### config.mk
export PLATFORM = sky130hd
export DESIGN_NAME = mp_top
export DESIGN_NICKNAME = d
export VERILOG_FILES = /design/src/mp_addr_pkg.sv /design/src/mp_wr_pkg.sv /design/src/mp_bank_array.sv /design/src/mp_core_base.sv /design/src/mp_input_stage.sv /design/src/mp_top.sv
export VERILOG_INCLUDE_DIRS = /design/src
export SDC_FILE = /design/constraint.sdc
export NUM_CORES = 2
export LEC_CHECK = 0
export BUFFER_PORTS_ARGS = -buffer_cell sky130_fd_sc_hd__buf_2
export CAP_MARGIN = 30
export CORE_ASPECT_RATIO = 1.4
export CORE_MARGIN = 2
export CORE_UTILIZATION = 40
export CTS_BUF_LIST = sky130_fd_sc_hd__clkbuf_8
export DETAILED_ROUTE_END_ITERATION = 7
export GPL_TIMING_DRIVEN = 0
export PLACE_DENSITY = 0.66
export SYNTH_ARGS = -nofsm -noshare
export SYNTH_HDL_FRONTEND = slang
export SYNTH_SLANG_ARGS = --single-unit
### constraint.sdc
create_clock -name clk -period 3.61 [get_ports clk]
set_clock_uncertainty 0.1 [all_clocks]
set_input_delay 0.1805 -clock clk [delete_from_list [all_inputs] [get_ports clk]]
set_output_delay 0.1805 -clock clk [all_outputs]
set_load 0.005 [all_outputs]
### src/mp_consts.svh
`ifndef MP_CONSTS_SVH
`define MP_CONSTS_SVH

// ============================================================
// data and port geometry.
// ============================================================
`define MP_WIDTH       16
`define MP_NUMRDPT     2
`define MP_NUMWRPT     3

// ============================================================
// address geometry.
// ============================================================
`define MP_NUMADDR     64
`define MP_BITADDR     6
`define MP_NUMVBNK     4
`define MP_BITVBNK     2
// rows follow from the word count split over the banks.
`define MP_NUMVROW     (`MP_NUMADDR / `MP_NUMVBNK)
`define MP_BITVROW     4

// ============================================================
// pipeline depths.
// ============================================================
`define MP_FLOPIN      1
`define MP_SRAM_DELAY  2
`define MP_FLOPOUT     1
`define MP_RST_SYNC    3

`endif

### src/mp_addr_pkg.sv
`include "mp_consts.svh"

package mp_addr_pkg;

  // physical address word.
  // flat is the address as the ports see it.
  // split is how the array decodes it; the bank sits in the
  // low bits so that consecutive words land in different banks.
  typedef union packed {
    logic [`MP_BITADDR-1:0] flat;
    struct packed {
      logic [`MP_BITVROW-1:0] row;
      logic [`MP_BITVBNK-1:0] bank;
    } split;
  } mp_padr_u;

endpackage

### src/mp_wr_pkg.sv
`include "mp_consts.svh"

package mp_wr_pkg;

  localparam int WRIDX_W = $clog2(`MP_NUMWRPT);

  // looks up which write port owns an address this cycle.
  // returns the hit bit, idx gets the winning port.
  // higher port numbers overwrite lower ones.
  function automatic logic mp_last_writer(
    input  logic [`MP_NUMWRPT-1:0]                  wr,
    input  logic [`MP_NUMWRPT-1:0][`MP_BITADDR-1:0] wr_addr,
    input  logic [`MP_BITADDR-1:0]                  addr,
    output logic [WRIDX_W-1:0]                      idx
  );
    logic hit;
    hit = 1'b0;
    idx = '0;
    for (int w = 0; w < `MP_NUMWRPT; w++) begin
      if (wr[w] && (wr_addr[w] == addr)) begin
        hit = 1'b1;
        idx = WRIDX_W'(w);
      end
    end
    return hit;
  endfunction

endpackage

### src/mp_bank_array.sv
`include "mp_consts.svh"

module mp_bank_array (
  input  logic                                    clk,
  input  logic                                    rst_n,
  input  logic [`MP_NUMWRPT-1:0]                  pwrite,
  input  mp_addr_pkg::mp_padr_u [`MP_NUMWRPT-1:0] pwr_addr,
  input  logic [`MP_NUMWRPT-1:0][`MP_WIDTH-1:0]   pdin,
  input  logic [`MP_NUMRDPT-1:0]                  pread,
  input  mp_addr_pkg::mp_padr_u [`MP_NUMRDPT-1:0] prd_addr,
  output logic [`MP_NUMRDPT-1:0][`MP_WIDTH-1:0]   t1_dout,
  output logic [`MP_NUMRDPT-1:0]                  rd_vld_bus,
  output mp_addr_pkg::mp_padr_u [`MP_NUMRDPT-1:0] rd_padr_bus
);

  import mp_addr_pkg::*;
  import mp_wr_pkg::*;

  logic [`MP_WIDTH-1:0] mem [0:`MP_NUMVBNK-1][0:`MP_NUMVROW-1];

  logic [`MP_NUMWRPT-1:0]              wr_win;
  logic [`MP_NUMWRPT-1:0]              wr_hit;
  logic [`MP_NUMWRPT-1:0][WRIDX_W-1:0] win_idx;

  logic [`MP_NUMRDPT-1:0][`MP_WIDTH-1:0] rd_data_q [0:`MP_SRAM_DELAY-1];
  logic [`MP_NUMRDPT-1:0]                rd_vld_q  [0:`MP_SRAM_DELAY-1];
  mp_padr_u [`MP_NUMRDPT-1:0]            rd_padr_q [0:`MP_SRAM_DELAY-1];

  // ============================================================
  // write side.
  // ============================================================
  // only the winning port of a word writes it.
  always_comb begin
    for (int w = 0; w < `MP_NUMWRPT; w++) begin
      wr_hit[w] = mp_last_writer(pwrite, pwr_addr, pwr_addr[w].flat, win_idx[w]);
      wr_win[w] = pwrite[w] & wr_hit[w] & (win_idx[w] == WRIDX_W'(w));
    end
  end

  always_ff @(posedge clk) begin
    for (int w = 0; w < `MP_NUMWRPT; w++) begin
      if (wr_win[w]) begin
        mem[pwr_addr[w].split.bank][pwr_addr[w].split.row] <= pdin[w];
      end
    end
  end

  // ============================================================
  // read side.
  // ============================================================
  // the first stage samples the word before this edge's writes land.
  always_ff @(posedge clk) begin
    for (int r = 0; r < `MP_NUMRDPT; r++) begin
      rd_data_q[0][r] <= mem[prd_addr[r].split.bank][prd_addr[r].split.row];
    end
    rd_padr_q[0] <= prd_addr;
    for (int i = 1; i < `MP_SRAM_DELAY; i++) begin
      rd_data_q[i] <= rd_data_q[i-1];
      rd_padr_q[i] <= rd_padr_q[i-1];
    end
  end

  always_ff @(posedge clk) begin
    if (!rst_n) begin
      for (int i = 0; i < `MP_SRAM_DELAY; i++) begin
        rd_vld_q[i] <= '0;
      end
    end else begin
      rd_vld_q[0] <= pread;
      for (int i = 1; i < `MP_SRAM_DELAY; i++) begin
        rd_vld_q[i] <= rd_vld_q[i-1];
      end
    end
  end

  assign t1_dout     = rd_data_q[`MP_SRAM_DELAY-1];
  assign rd_vld_bus  = rd_vld_q[`MP_SRAM_DELAY-1];
  assign rd_padr_bus = rd_padr_q[`MP_SRAM_DELAY-1];

endmodule

### src/mp_core_base.sv
`include "mp_consts.svh"

module mp_core_base (
  input  logic                                    clk,
  input  logic                                    rst_n,
  input  logic [`MP_NUMWRPT-1:0]                  iwrite,
  input  logic [`MP_NUMWRPT-1:0][`MP_BITADDR-1:0] iwr_addr,
  input  logic [`MP_NUMWRPT-1:0][`MP_WIDTH-1:0]   idin,
  input  logic [`MP_NUMRDPT-1:0]                  iread,
  input  logic [`MP_NUMRDPT-1:0][`MP_BITADDR-1:0] ird_addr,
  output logic [`MP_NUMWRPT-1:0]                  pwrite,
  output mp_addr_pkg::mp_padr_u [`MP_NUMWRPT-1:0] pwr_addr,
  output logic [`MP_NUMWRPT-1:0][`MP_WIDTH-1:0]   pdin,
  output logic [`MP_NUMRDPT-1:0]                  pread,
  output mp_addr_pkg::mp_padr_u [`MP_NUMRDPT-1:0] prd_addr,
  input  logic [`MP_NUMRDPT-1:0][`MP_WIDTH-1:0]   t1_dout,
  input  logic [`MP_NUMRDPT-1:0]                  rd_vld_bus,
  input  mp_addr_pkg::mp_padr_u [`MP_NUMRDPT-1:0] rd_padr_bus,
  output logic [`MP_NUMRDPT-1:0]                  vread_vld,
  output logic [`MP_NUMRDPT-1:0][`MP_WIDTH-1:0]   vdout,
  output logic [`MP_NUMRDPT-1:0]                  vread_fwrd,
  output mp_addr_pkg::mp_padr_u [`MP_NUMRDPT-1:0] vread_padr
);

  import mp_addr_pkg::*;
  import mp_wr_pkg::*;

  logic [`MP_NUMRDPT-1:0]                fwd_hit;
  logic [`MP_NUMRDPT-1:0][WRIDX_W-1:0]   fwd_idx;
  logic [`MP_NUMRDPT-1:0][`MP_WIDTH-1:0] fwd_data;

  logic [`MP_NUMRDPT-1:0]                fwd_flag_q [0:`MP_SRAM_DELAY-1];
  logic [`MP_NUMRDPT-1:0][`MP_WIDTH-1:0] fwd_data_q [0:`MP_SRAM_DELAY-1];

  logic [`MP_NUMRDPT-1:0]                ret_vld;
  logic [`MP_NUMRDPT-1:0][`MP_WIDTH-1:0] ret_data;
  logic [`MP_NUMRDPT-1:0]                ret_fwrd;

  logic [`MP_NUMRDPT-1:0]                vld_q  [0:`MP_FLOPOUT-1];
  logic [`MP_NUMRDPT-1:0][`MP_WIDTH-1:0] data_q [0:`MP_FLOPOUT-1];
  logic [`MP_NUMRDPT-1:0]                fwrd_q [0:`MP_FLOPOUT-1];
  mp_padr_u [`MP_NUMRDPT-1:0]            padr_q [0:`MP_FLOPOUT-1];

  // ============================================================
  // virtual to physical port mapping.
  // ============================================================
  always_comb begin
    pwrite = iwrite;
    pdin   = idin;
    pread  = iread;
    for (int w = 0; w < `MP_NUMWRPT; w++) begin
      pwr_addr[w].flat = iwr_addr[w];
    end
    for (int r = 0; r < `MP_NUMRDPT; r++) begin
      prd_addr[r].flat = ird_addr[r];
    end
  end

  // ============================================================
  // same-cycle forwarding.
  // ============================================================
  // the array reads the old word, so a colliding write is taken from here.
  always_comb begin
    for (int r = 0; r < `MP_NUMRDPT; r++) begin
      fwd_hit[r]  = mp_last_writer(iwrite, iwr_addr, ird_addr[r], fwd_idx[r]) & iread[r];
      fwd_data[r] = idin[fwd_idx[r]];
    end
  end

  // runs alongside the array read delay.
  always_ff @(posedge clk) begin
    if (!rst_n) begin
      for (int i = 0; i < `MP_SRAM_DELAY; i++) begin
        fwd_flag_q[i] <= '0;
      end
    end else begin
      fwd_flag_q[0] <= fwd_hit;
      for (int i = 1; i < `MP_SRAM_DELAY; i++) begin
        fwd_flag_q[i] <= fwd_flag_q[i-1];
      end
    end
  end

  always_ff @(posedge clk) begin
    fwd_data_q[0] <= fwd_data;
    for (int i = 1; i < `MP_SRAM_DELAY; i++) begin
      fwd_data_q[i] <= fwd_data_q[i-1];
    end
  end

  // ============================================================
  // return assembly and output flops.
  // ============================================================
  always_comb begin
    ret_vld  = rd_vld_bus;
    ret_fwrd = fwd_flag_q[`MP_SRAM_DELAY-1];
    for (int r = 0; r < `MP_NUMRDPT; r++) begin
      ret_data[r] = ret_fwrd[r] ? fwd_data_q[`MP_SRAM_DELAY-1][r] : t1_dout[r];
    end
  end

  always_ff @(posedge clk) begin
    if (!rst_n) begin
      for (int i = 0; i < `MP_FLOPOUT; i++) begin
        vld_q[i]  <= '0;
        fwrd_q[i] <= '0;
      end
    end else begin
      vld_q[0]  <= ret_vld;
      fwrd_q[0] <= ret_fwrd;
      for (int i = 1; i < `MP_FLOPOUT; i++) begin
        vld_q[i]  <= vld_q[i-1];
        fwrd_q[i] <= fwrd_q[i-1];
      end
    end
  end

  always_ff @(posedge clk) begin
    data_q[0] <= ret_data;
    padr_q[0] <= rd_padr_bus;
    for (int i = 1; i < `MP_FLOPOUT; i++) begin
      data_q[i] <= data_q[i-1];
      padr_q[i] <= padr_q[i-1];
    end
  end

  assign vread_vld  = vld_q[`MP_FLOPOUT-1];
  assign vdout      = data_q[`MP_FLOPOUT-1];
  assign vread_fwrd = fwrd_q[`MP_FLOPOUT-1];
  assign vread_padr = padr_q[`MP_FLOPOUT-1];

endmodule

### src/mp_input_stage.sv
`include "mp_consts.svh"

module mp_input_stage (
  input  logic                                    clk,
  input  logic                                    rst_n,
  input  logic [`MP_NUMWRPT-1:0]                  vwrite,
  input  logic [`MP_NUMWRPT-1:0][`MP_BITADDR-1:0] vwr_addr,
  input  logic [`MP_NUMWRPT-1:0][`MP_WIDTH-1:0]   vdin,
  input  logic [`MP_NUMRDPT-1:0]                  vread,
  input  logic [`MP_NUMRDPT-1:0][`MP_BITADDR-1:0] vrd_addr,
  output logic                                    ready,
  output logic [`MP_NUMWRPT-1:0]                  iwrite,
  output logic [`MP_NUMWRPT-1:0][`MP_BITADDR-1:0] iwr_addr,
  output logic [`MP_NUMWRPT-1:0][`MP_WIDTH-1:0]   idin,
  output logic [`MP_NUMRDPT-1:0]                  iread,
  output logic [`MP_NUMRDPT-1:0][`MP_BITADDR-1:0] ird_addr
);

  logic [`MP_RST_SYNC-1:0] rst_sync;
  logic                    rst_sync_n;

  logic [`MP_NUMWRPT-1:0]                  wr_q    [0:`MP_FLOPIN-1];
  logic [`MP_NUMWRPT-1:0][`MP_BITADDR-1:0] waddr_q [0:`MP_FLOPIN-1];
  logic [`MP_NUMWRPT-1:0][`MP_WIDTH-1:0]   din_q   [0:`MP_FLOPIN-1];
  logic [`MP_NUMRDPT-1:0]                  rd_q    [0:`MP_FLOPIN-1];
  logic [`MP_NUMRDPT-1:0][`MP_BITADDR-1:0] raddr_q [0:`MP_FLOPIN-1];

  // ============================================================
  // reset synchronizer and ready.
  // ============================================================
  always_ff @(posedge clk) begin
    if (!rst_n) begin
      rst_sync <= '0;
    end else begin
      rst_sync <= {rst_sync[`MP_RST_SYNC-2:0], 1'b1};
    end
  end

  assign rst_sync_n = rst_sync[`MP_RST_SYNC-1];

  // ready trails the synchronized release by one cycle.
  always_ff @(posedge clk) begin
    if (!rst_sync_n) begin
      ready <= 1'b0;
    end else begin
      ready <= 1'b1;
    end
  end

  // ============================================================
  // input flop stage.
  // ============================================================
  always_ff @(posedge clk) begin
    if (!rst_sync_n) begin
      for (int i = 0; i < `MP_FLOPIN; i++) begin
        wr_q[i] <= '0;
        rd_q[i] <= '0;
      end
    end else begin
      // anything strobed before ready is dropped here.
      wr_q[0] <= vwrite & {`MP_NUMWRPT{ready}};
      rd_q[0] <= vread & {`MP_NUMRDPT{ready}};
      for (int i = 1; i < `MP_FLOPIN; i++) begin
        wr_q[i] <= wr_q[i-1];
        rd_q[i] <= rd_q[i-1];
      end
    end
  end

  always_ff @(posedge clk) begin
    waddr_q[0] <= vwr_addr;
    din_q[0]   <= vdin;
    raddr_q[0] <= vrd_addr;
    for (int i = 1; i < `MP_FLOPIN; i++) begin
      waddr_q[i] <= waddr_q[i-1];
      din_q[i]   <= din_q[i-1];
      raddr_q[i] <= raddr_q[i-1];
    end
  end

  assign iwrite   = wr_q[`MP_FLOPIN-1];
  assign iwr_addr = waddr_q[`MP_FLOPIN-1];
  assign idin     = din_q[`MP_FLOPIN-1];
  assign iread    = rd_q[`MP_FLOPIN-1];
  assign ird_addr = raddr_q[`MP_FLOPIN-1];

endmodule

### src/mp_top.sv
`include "mp_consts.svh"

module mp_top (
  input  logic                                    clk,
  input  logic                                    rst_n,
  input  logic [`MP_NUMWRPT-1:0]                  vwrite,
  input  logic [`MP_NUMWRPT-1:0][`MP_BITADDR-1:0] vwr_addr,
  input  logic [`MP_NUMWRPT-1:0][`MP_WIDTH-1:0]   vdin,
  input  logic [`MP_NUMRDPT-1:0]                  vread,
  input  logic [`MP_NUMRDPT-1:0][`MP_BITADDR-1:0] vrd_addr,
  output logic [`MP_NUMRDPT-1:0]                  vread_vld,
  output logic [`MP_NUMRDPT-1:0][`MP_WIDTH-1:0]   vdout,
  output logic [`MP_NUMRDPT-1:0]                  vread_fwrd,
  output mp_addr_pkg::mp_padr_u [`MP_NUMRDPT-1:0] vread_padr,
  output logic                                    ready
);

  import mp_addr_pkg::*;

  // input stage to core base.
  logic [`MP_NUMWRPT-1:0]                  iwrite;
  logic [`MP_NUMWRPT-1:0][`MP_BITADDR-1:0] iwr_addr;
  logic [`MP_NUMWRPT-1:0][`MP_WIDTH-1:0]   idin;
  logic [`MP_NUMRDPT-1:0]                  iread;
  logic [`MP_NUMRDPT-1:0][`MP_BITADDR-1:0] ird_addr;

  // core base to and from the array.
  logic [`MP_NUMWRPT-1:0]                pwrite;
  mp_padr_u [`MP_NUMWRPT-1:0]            pwr_addr;
  logic [`MP_NUMWRPT-1:0][`MP_WIDTH-1:0] pdin;
  logic [`MP_NUMRDPT-1:0]                pread;
  mp_padr_u [`MP_NUMRDPT-1:0]            prd_addr;
  logic [`MP_NUMRDPT-1:0][`MP_WIDTH-1:0] t1_dout;
  logic [`MP_NUMRDPT-1:0]                rd_vld_bus;
  mp_padr_u [`MP_NUMRDPT-1:0]            rd_padr_bus;

  mp_input_stage u_input_stage (
    .clk      (clk),
    .rst_n    (rst_n),
    .vwrite   (vwrite),
    .vwr_addr (vwr_addr),
    .vdin     (vdin),
    .vread    (vread),
    .vrd_addr (vrd_addr),
    .ready    (ready),
    .iwrite   (iwrite),
    .iwr_addr (iwr_addr),
    .idin     (idin),
    .iread    (iread),
    .ird_addr (ird_addr)
  );

  mp_core_base u_core_base (
    .clk         (clk),
    .rst_n       (rst_n),
    .iwrite      (iwrite),
    .iwr_addr    (iwr_addr),
    .idin        (idin),
    .iread       (iread),
    .ird_addr    (ird_addr),
    .pwrite      (pwrite),
    .pwr_addr    (pwr_addr),
    .pdin        (pdin),
    .pread       (pread),
    .prd_addr    (prd_addr),
    .t1_dout     (t1_dout),
    .rd_vld_bus  (rd_vld_bus),
    .rd_padr_bus (rd_padr_bus),
    .vread_vld   (vread_vld),
    .vdout       (vdout),
    .vread_fwrd  (vread_fwrd),
    .vread_padr  (vread_padr)
  );

  mp_bank_array u_bank_array (
    .clk         (clk),
    .rst_n       (rst_n),
    .pwrite      (pwrite),
    .pwr_addr    (pwr_addr),
    .pdin        (pdin),
    .pread       (pread),
    .prd_addr    (prd_addr),
    .t1_dout     (t1_dout),
    .rd_vld_bus  (rd_vld_bus),
    .rd_padr_bus (rd_padr_bus)
  );

endmodule

==> results by group, run 1 <==
CTS
  • Root Driver: clkbuf_8
  • CTS Buf Count: 227
  • Clk sink count: 1319
  • Max clock buf depth: 4
  • # H-tree levels: 4

Die
  • # IOs: 134
  • Chip height: 531.8 um
  • Initial core utilization: 40.30%
  • Row cnt: 193
  • Die W: 381.0 um

Logic synthesis
  • Mapped Area: 79600 um2
  • Yosys reg bits: 1319
  • Synth cell types: 69
  • Mapped Cells: 6966
  • Most used DFF post-synth: edfxtp_1
  • Sequential share of the synthesized area: 46.05%
  • Syn nets: 7051
  • Post-synth EDFFs: 1024
  • Syn Area/Cell: 11.43 um2
  • Asr flop ratio synth: 0%
  • Synth warnings: 0

GRT
  • Largest net degree at the start of global routing: 20
  • Total GRT Usage: 84.41%
  • Vias in the first global route: 96438
  • Total grt overflow: 3491
  • First-pass GRT wire length: 1167 mm

Placement
  • Gpl congestion: 1.338
  • DP HPWL: 549.0 mm
  • Setup Slack @ Placement: -1.676 ns
  • Port buffer count: 133
  • Area post-placement: 87790 um2

Outcome
  • Run status: did not finish
  • Last stage: 5_1_grt
  • Error message: [ERROR GRT-0116] Global routing finished with congestion. Check the congestion regions in the DRC Viewer.
-- what timing repair did --
| action | in CTS |
|---|---|
| setup endpoints to repair | 893 |
| pin swaps | 19 |
| hold buffers | 168 |
| resized for setup | 272 |
| buffers inserted | 29 |
| endpoints found under the hold margin | 98 |
-- routing by layer --
metal  GRT usage, %  GRT overflow
met5          50.71             8
met4          81.56          1144
met3          74.65            80
met1          85.05            82
met2          95.75          2177
-- Yosys cell counts (59+ instances only) --
| cell type | count | share of area [%] |
|---|---|---|
| buf_2 | 222 | 1.4 |
| nand2_1 | 161 | 0.76 |
| a21oi_1 | 1046 | 6.6 |
| mux4_2 | 498 | 14 |
| edfxtp_1 | 1024 | 39 |
| nor3_1 | 59 | 0.37 |
| dfxtp_1 | 295 | 7.4 |
| mux2i_1 | 1171 | 15 |
| clkbuf_1 | 477 | 2.2 |
| o21ai_0 | 94 | 0.59 |
| buf_6 | 70 | 0.99 |
| buf_4 | 101 | 0.95 |
| nor2_1 | 1147 | 5.4 |
-- per-stage QoR --
step | instances | utilization [%]
2_1_floorplan | 6966 | -
3_3_place_gp | 9731 | 42.30
4_1_cts | 10634 | 48.34
3_5_place_dp | 10025 | 44.44
-- cells by family after synthesis --
family / Yosys count / share of synthesized area [%]
compound gates: 1424 / 9.790
buf+inv: 918 / 6.135
simple gates: 1543 / 8.051
mux: 1708 / 29.37
flops: 1319 / 46.05
xor+xnor: 54 / 0.6036
==> inputs of run 2 (changes only) <==
CORE_ASPECT_RATIO = default   (was 1.4)
CORE_UTILIZATION = 25   (was 40)
CTS_BUF_LIST = default   (was sky130_fd_sc_hd__clkbuf_8)
PLACE_DENSITY = default   (was 0.66)
PLACE_DENSITY_LB_ADDON = 0.15   (was default)
==> results by group, run 2 <==
Drt
  • Final ANT Viol Nets: 0
  • Wirelength per Cell: 69.19 um
  • Number of DRC markers in iteration 0: 17029
  • Vias/cell: 6.762
  • Pre-Repair DR Iteration Count: 8
  • Post-route DRC: 10
  • Vias after detailed routing: 83884
  • Routed Wire Length: 858.3 mm

CTS
  • Root Driver: clkbuf_16
  • CTS tree: yes
  • # H-tree levels: 4 (unchanged)
  • Worst-path clk slew: 0.06 ns
  • Max clock buf depth: 4 (unchanged)
  • Clk sink count: 1319 (unchanged)
  • Worst-Skew Late Latency: 0.96 ns
  • CTS Buf Count: 182 (-20%)

Logic synthesis
  • Mapped Cells: 6966 (unchanged)
  • Top post-synthesis cells by count: 1171 x mux2i_1, 1147 x nor2_1, 1046 x a21oi_1, 1024 x edfxtp_1, 498 x mux4_2
  • Synth cell types: 69 (unchanged)
  • Sequential share of the synthesized area: 46.05% (unchanged)
  • Syn Area/Cell: 11.43 um2 (unchanged)
  • Synth warnings: 0 (unchanged)
  • Yosys reg bits: 1319 (unchanged)
  • Most common cell in the netlist: mux2i_1
  • Ranking of synthesized cells by area: edfxtp_1 39%, mux2i_1 15%, mux4_2 14%, dfxtp_1 7.4%, a21oi_1 6.6%
  • Most used DFF post-synth: edfxtp_1
  • Mapped Area: 79600 um2 (unchanged)
  • Area share of the largest cell type after synthesis: 38.63% (unchanged)
  • Asr flop ratio synth: 0% (unchanged)
  • Syn nets: 7051 (unchanged)
  • Yosys top cell by area: edfxtp_1
  • Post-synth EDFFs: 1024 (unchanged)

Placement
  • Gpl congestion: 1.140 (-15%)
  • Port buffer count: 133 (unchanged)
  • DP HPWL: 666.6 mm (+21%)

Timing
  • Hold Vio Cnt, Final: 0
  • Final period util: 110.1%
  • Total negative slack: -17.50 ns
  • # setup viols final: 225
  • Final WS setup: -0.3642 ns
  • Final Hold Slack: 0.02093 ns
  • Slew margin rel.: 14.94%
  • Max-slew violation total from the final report: 0
  • Slew @ Worst Pin: 1.276 ns
  • FMAX: 251.6 MHz
  • Fin crit period: 3.974 ns

Pwr
  • Pleak: 41.50 nW
  • Power Density: 443.9 nW/um2
  • P_sw: 14.93 mW
  • Net Sw Frac: 33.29%
  • Int Pwr: 29.93 mW
  • Combinational cell fraction of total power: 19.1%
  • Power share of the clock group: 43.6%
  • Peak VDD IR: 0.3658 mV
  • Seq pwr share: 37.3%

GRT
  • Total GRT Usage: 51.47%
  • Met2 usage: 63.95%
  • Antenna violations before repair: 208
  • Vias in the first global route: 70480
  • Busiest grt layer: met2
  • Met3 usage: 35.19%
  • Total grt overflow: 0
  • First-pass GRT wire length: 1012 mm
  • Routing usage on met1: 61.27%
  • Largest net degree at the start of global routing: 20

Layout
  • Nets: 7955
  • Commonest non-fill, non-tap cells in the layout: 1153 x mux2i_1, 1135 x nor2_1, 1034 x a21oi_1
  • Synth-to-layout area growth: 26.99%
  • Max FFs per register: 1024
  • Layout cells sized above 1: 27.35%
  • Most common cell after layout, fill and taps aside: mux2i_1

Outcome
  • Run status: complete, but fails checks
  • Failing checks: design-rule violations, negative setup slack

Critical path
  • Crit. End Element: register
  • Largest fanout on the critical path: 11
  • Data arrival time of the worst path: 4.50 ns
  • Startpoint types: register
  • WS Path Type: register to register
  • Critical path required time: 4.13 ns

Die
  • Die area: 322900 um2
  • Initial core utilization: 25.09% (-15 points)
  • Row cnt: 207 (+7.3%)
  • Die W: 568.3 um (+49%)
  • Chip height: 568.3 um (+6.9%)
  • Total core area: 317300 um2
  • # IOs: 134 (unchanged)

Flow run
  • Max-Cap Viols: 0

Worst hold path
  • HP Class: input port to register
run 2: cell counts after synthesis:
No cell type changed its count.
run 2: critical path: stages, from the launching register on:
cell	delay (ns)
dfxtp_1	0.73
clkbuf_2	0.96
clkbuf_2	0.96
mux2i_1	0.21
a21oi_1	0.62
run 2: area by class of cell:
| cell class | instances | area [um2] |
|---|---|---|
| antenna | 209 | 523.0 |
| buffer | 908 | 5783 |
| clock buffer | 251 | 5213 |
| clock inverter | 79 | 904.6 |
| fill | 32266 | 216200 |
| inverter | 2 | 7.507 |
| multi-input combinational | 4729 | 38870 |
| sequential | 1319 | 36660 |
| tap | 4180 | 5230 |
| timing repair buffer | 728 | 7891 |
run 2: logic make-up after synthesis:
| group | after synthesis | synth area share [%] |
|---|---|---|
| compound gates | 1424 | 9.790 |
| flops | 1319 | 46.05 |
| mux | 1708 | 29.37 |
| simple gates | 1543 | 8.051 |
| xor+xnor | 54 | 0.6036 |
| buf+inv | 918 | 6.135 |
run 2: what timing repair did:
action                     in CTS  in global routing
buffers inserted               41                 12
hold endpoints to repair       98                  0
gates resized for setup       297                 60
hold buffers                  166                  0
setup endpoints to repair    1117                152
pin swaps                      25                 13
run 2: power groups by stage:
stage	sequential (mW)	combinational, mW	clock [mW]
2_1_floorplan	17.0	2.46	0
3_3_place_gp	17.0	7.05	0
3_5_place_dp	17.0	7.48	0
4_1_cts	16.7	7.78	19.4
5_1_grt	16.7	8.03	19.9
6_report	16.7	8.56	19.6
run 2: path summary, 6_finish.rpt:
check | startpoint | endpoint | slack (ns) | depth (start not counted)
worst max register to register | u_input_stage.din_q[0][20] | u_bank_array.mem[1][148] | -0.36 | 4
worst min-delay path | vwrite[1] | u_input_stage.wr_q[0][1] | 0.02 | 3
worst max-delay path | u_input_stage.din_q[0][20] | u_bank_array.mem[1][148] | -0.36 | 4
worst min register to register | u_bank_array.rd_padr_q[0][3] | u_bank_array.rd_padr_q[0][15] | 0.22 | 0
run 2: per-stage QoR:
step / utilization (%) / setup slack, ns / area, um2 / total power [mW] / cells
final: 31.86 / -0.3642 / 101100 / 44.86 / 12405
after global routing: 31.72 / -0.004048 / 100600 / 44.68 / 12228
after CTS: 31.58 / -0.1013 / 100200 / 43.92 / 12180
after detailed placement: 28.69 / -1.884 / 91020 / 24.52 / 11650
after global placement: 26.95 / -4.873 / 85490 / 24.09 / 11279
after floorplan: - / 0.4549 / 79600 / 19.44 / 6966
run 2: routing by layer:
| layer | routed length, um | part of all wire (%) |
|---|---|---|
| met5 | 1863 | 0.22 |
| met4 | 70760 | 8.2 |
| met3 | 146000 | 17 |
| met2 | 314400 | 37 |
| met1 | 325300 | 38 |
Note: power is estimated with default switching activity, not from simulation.
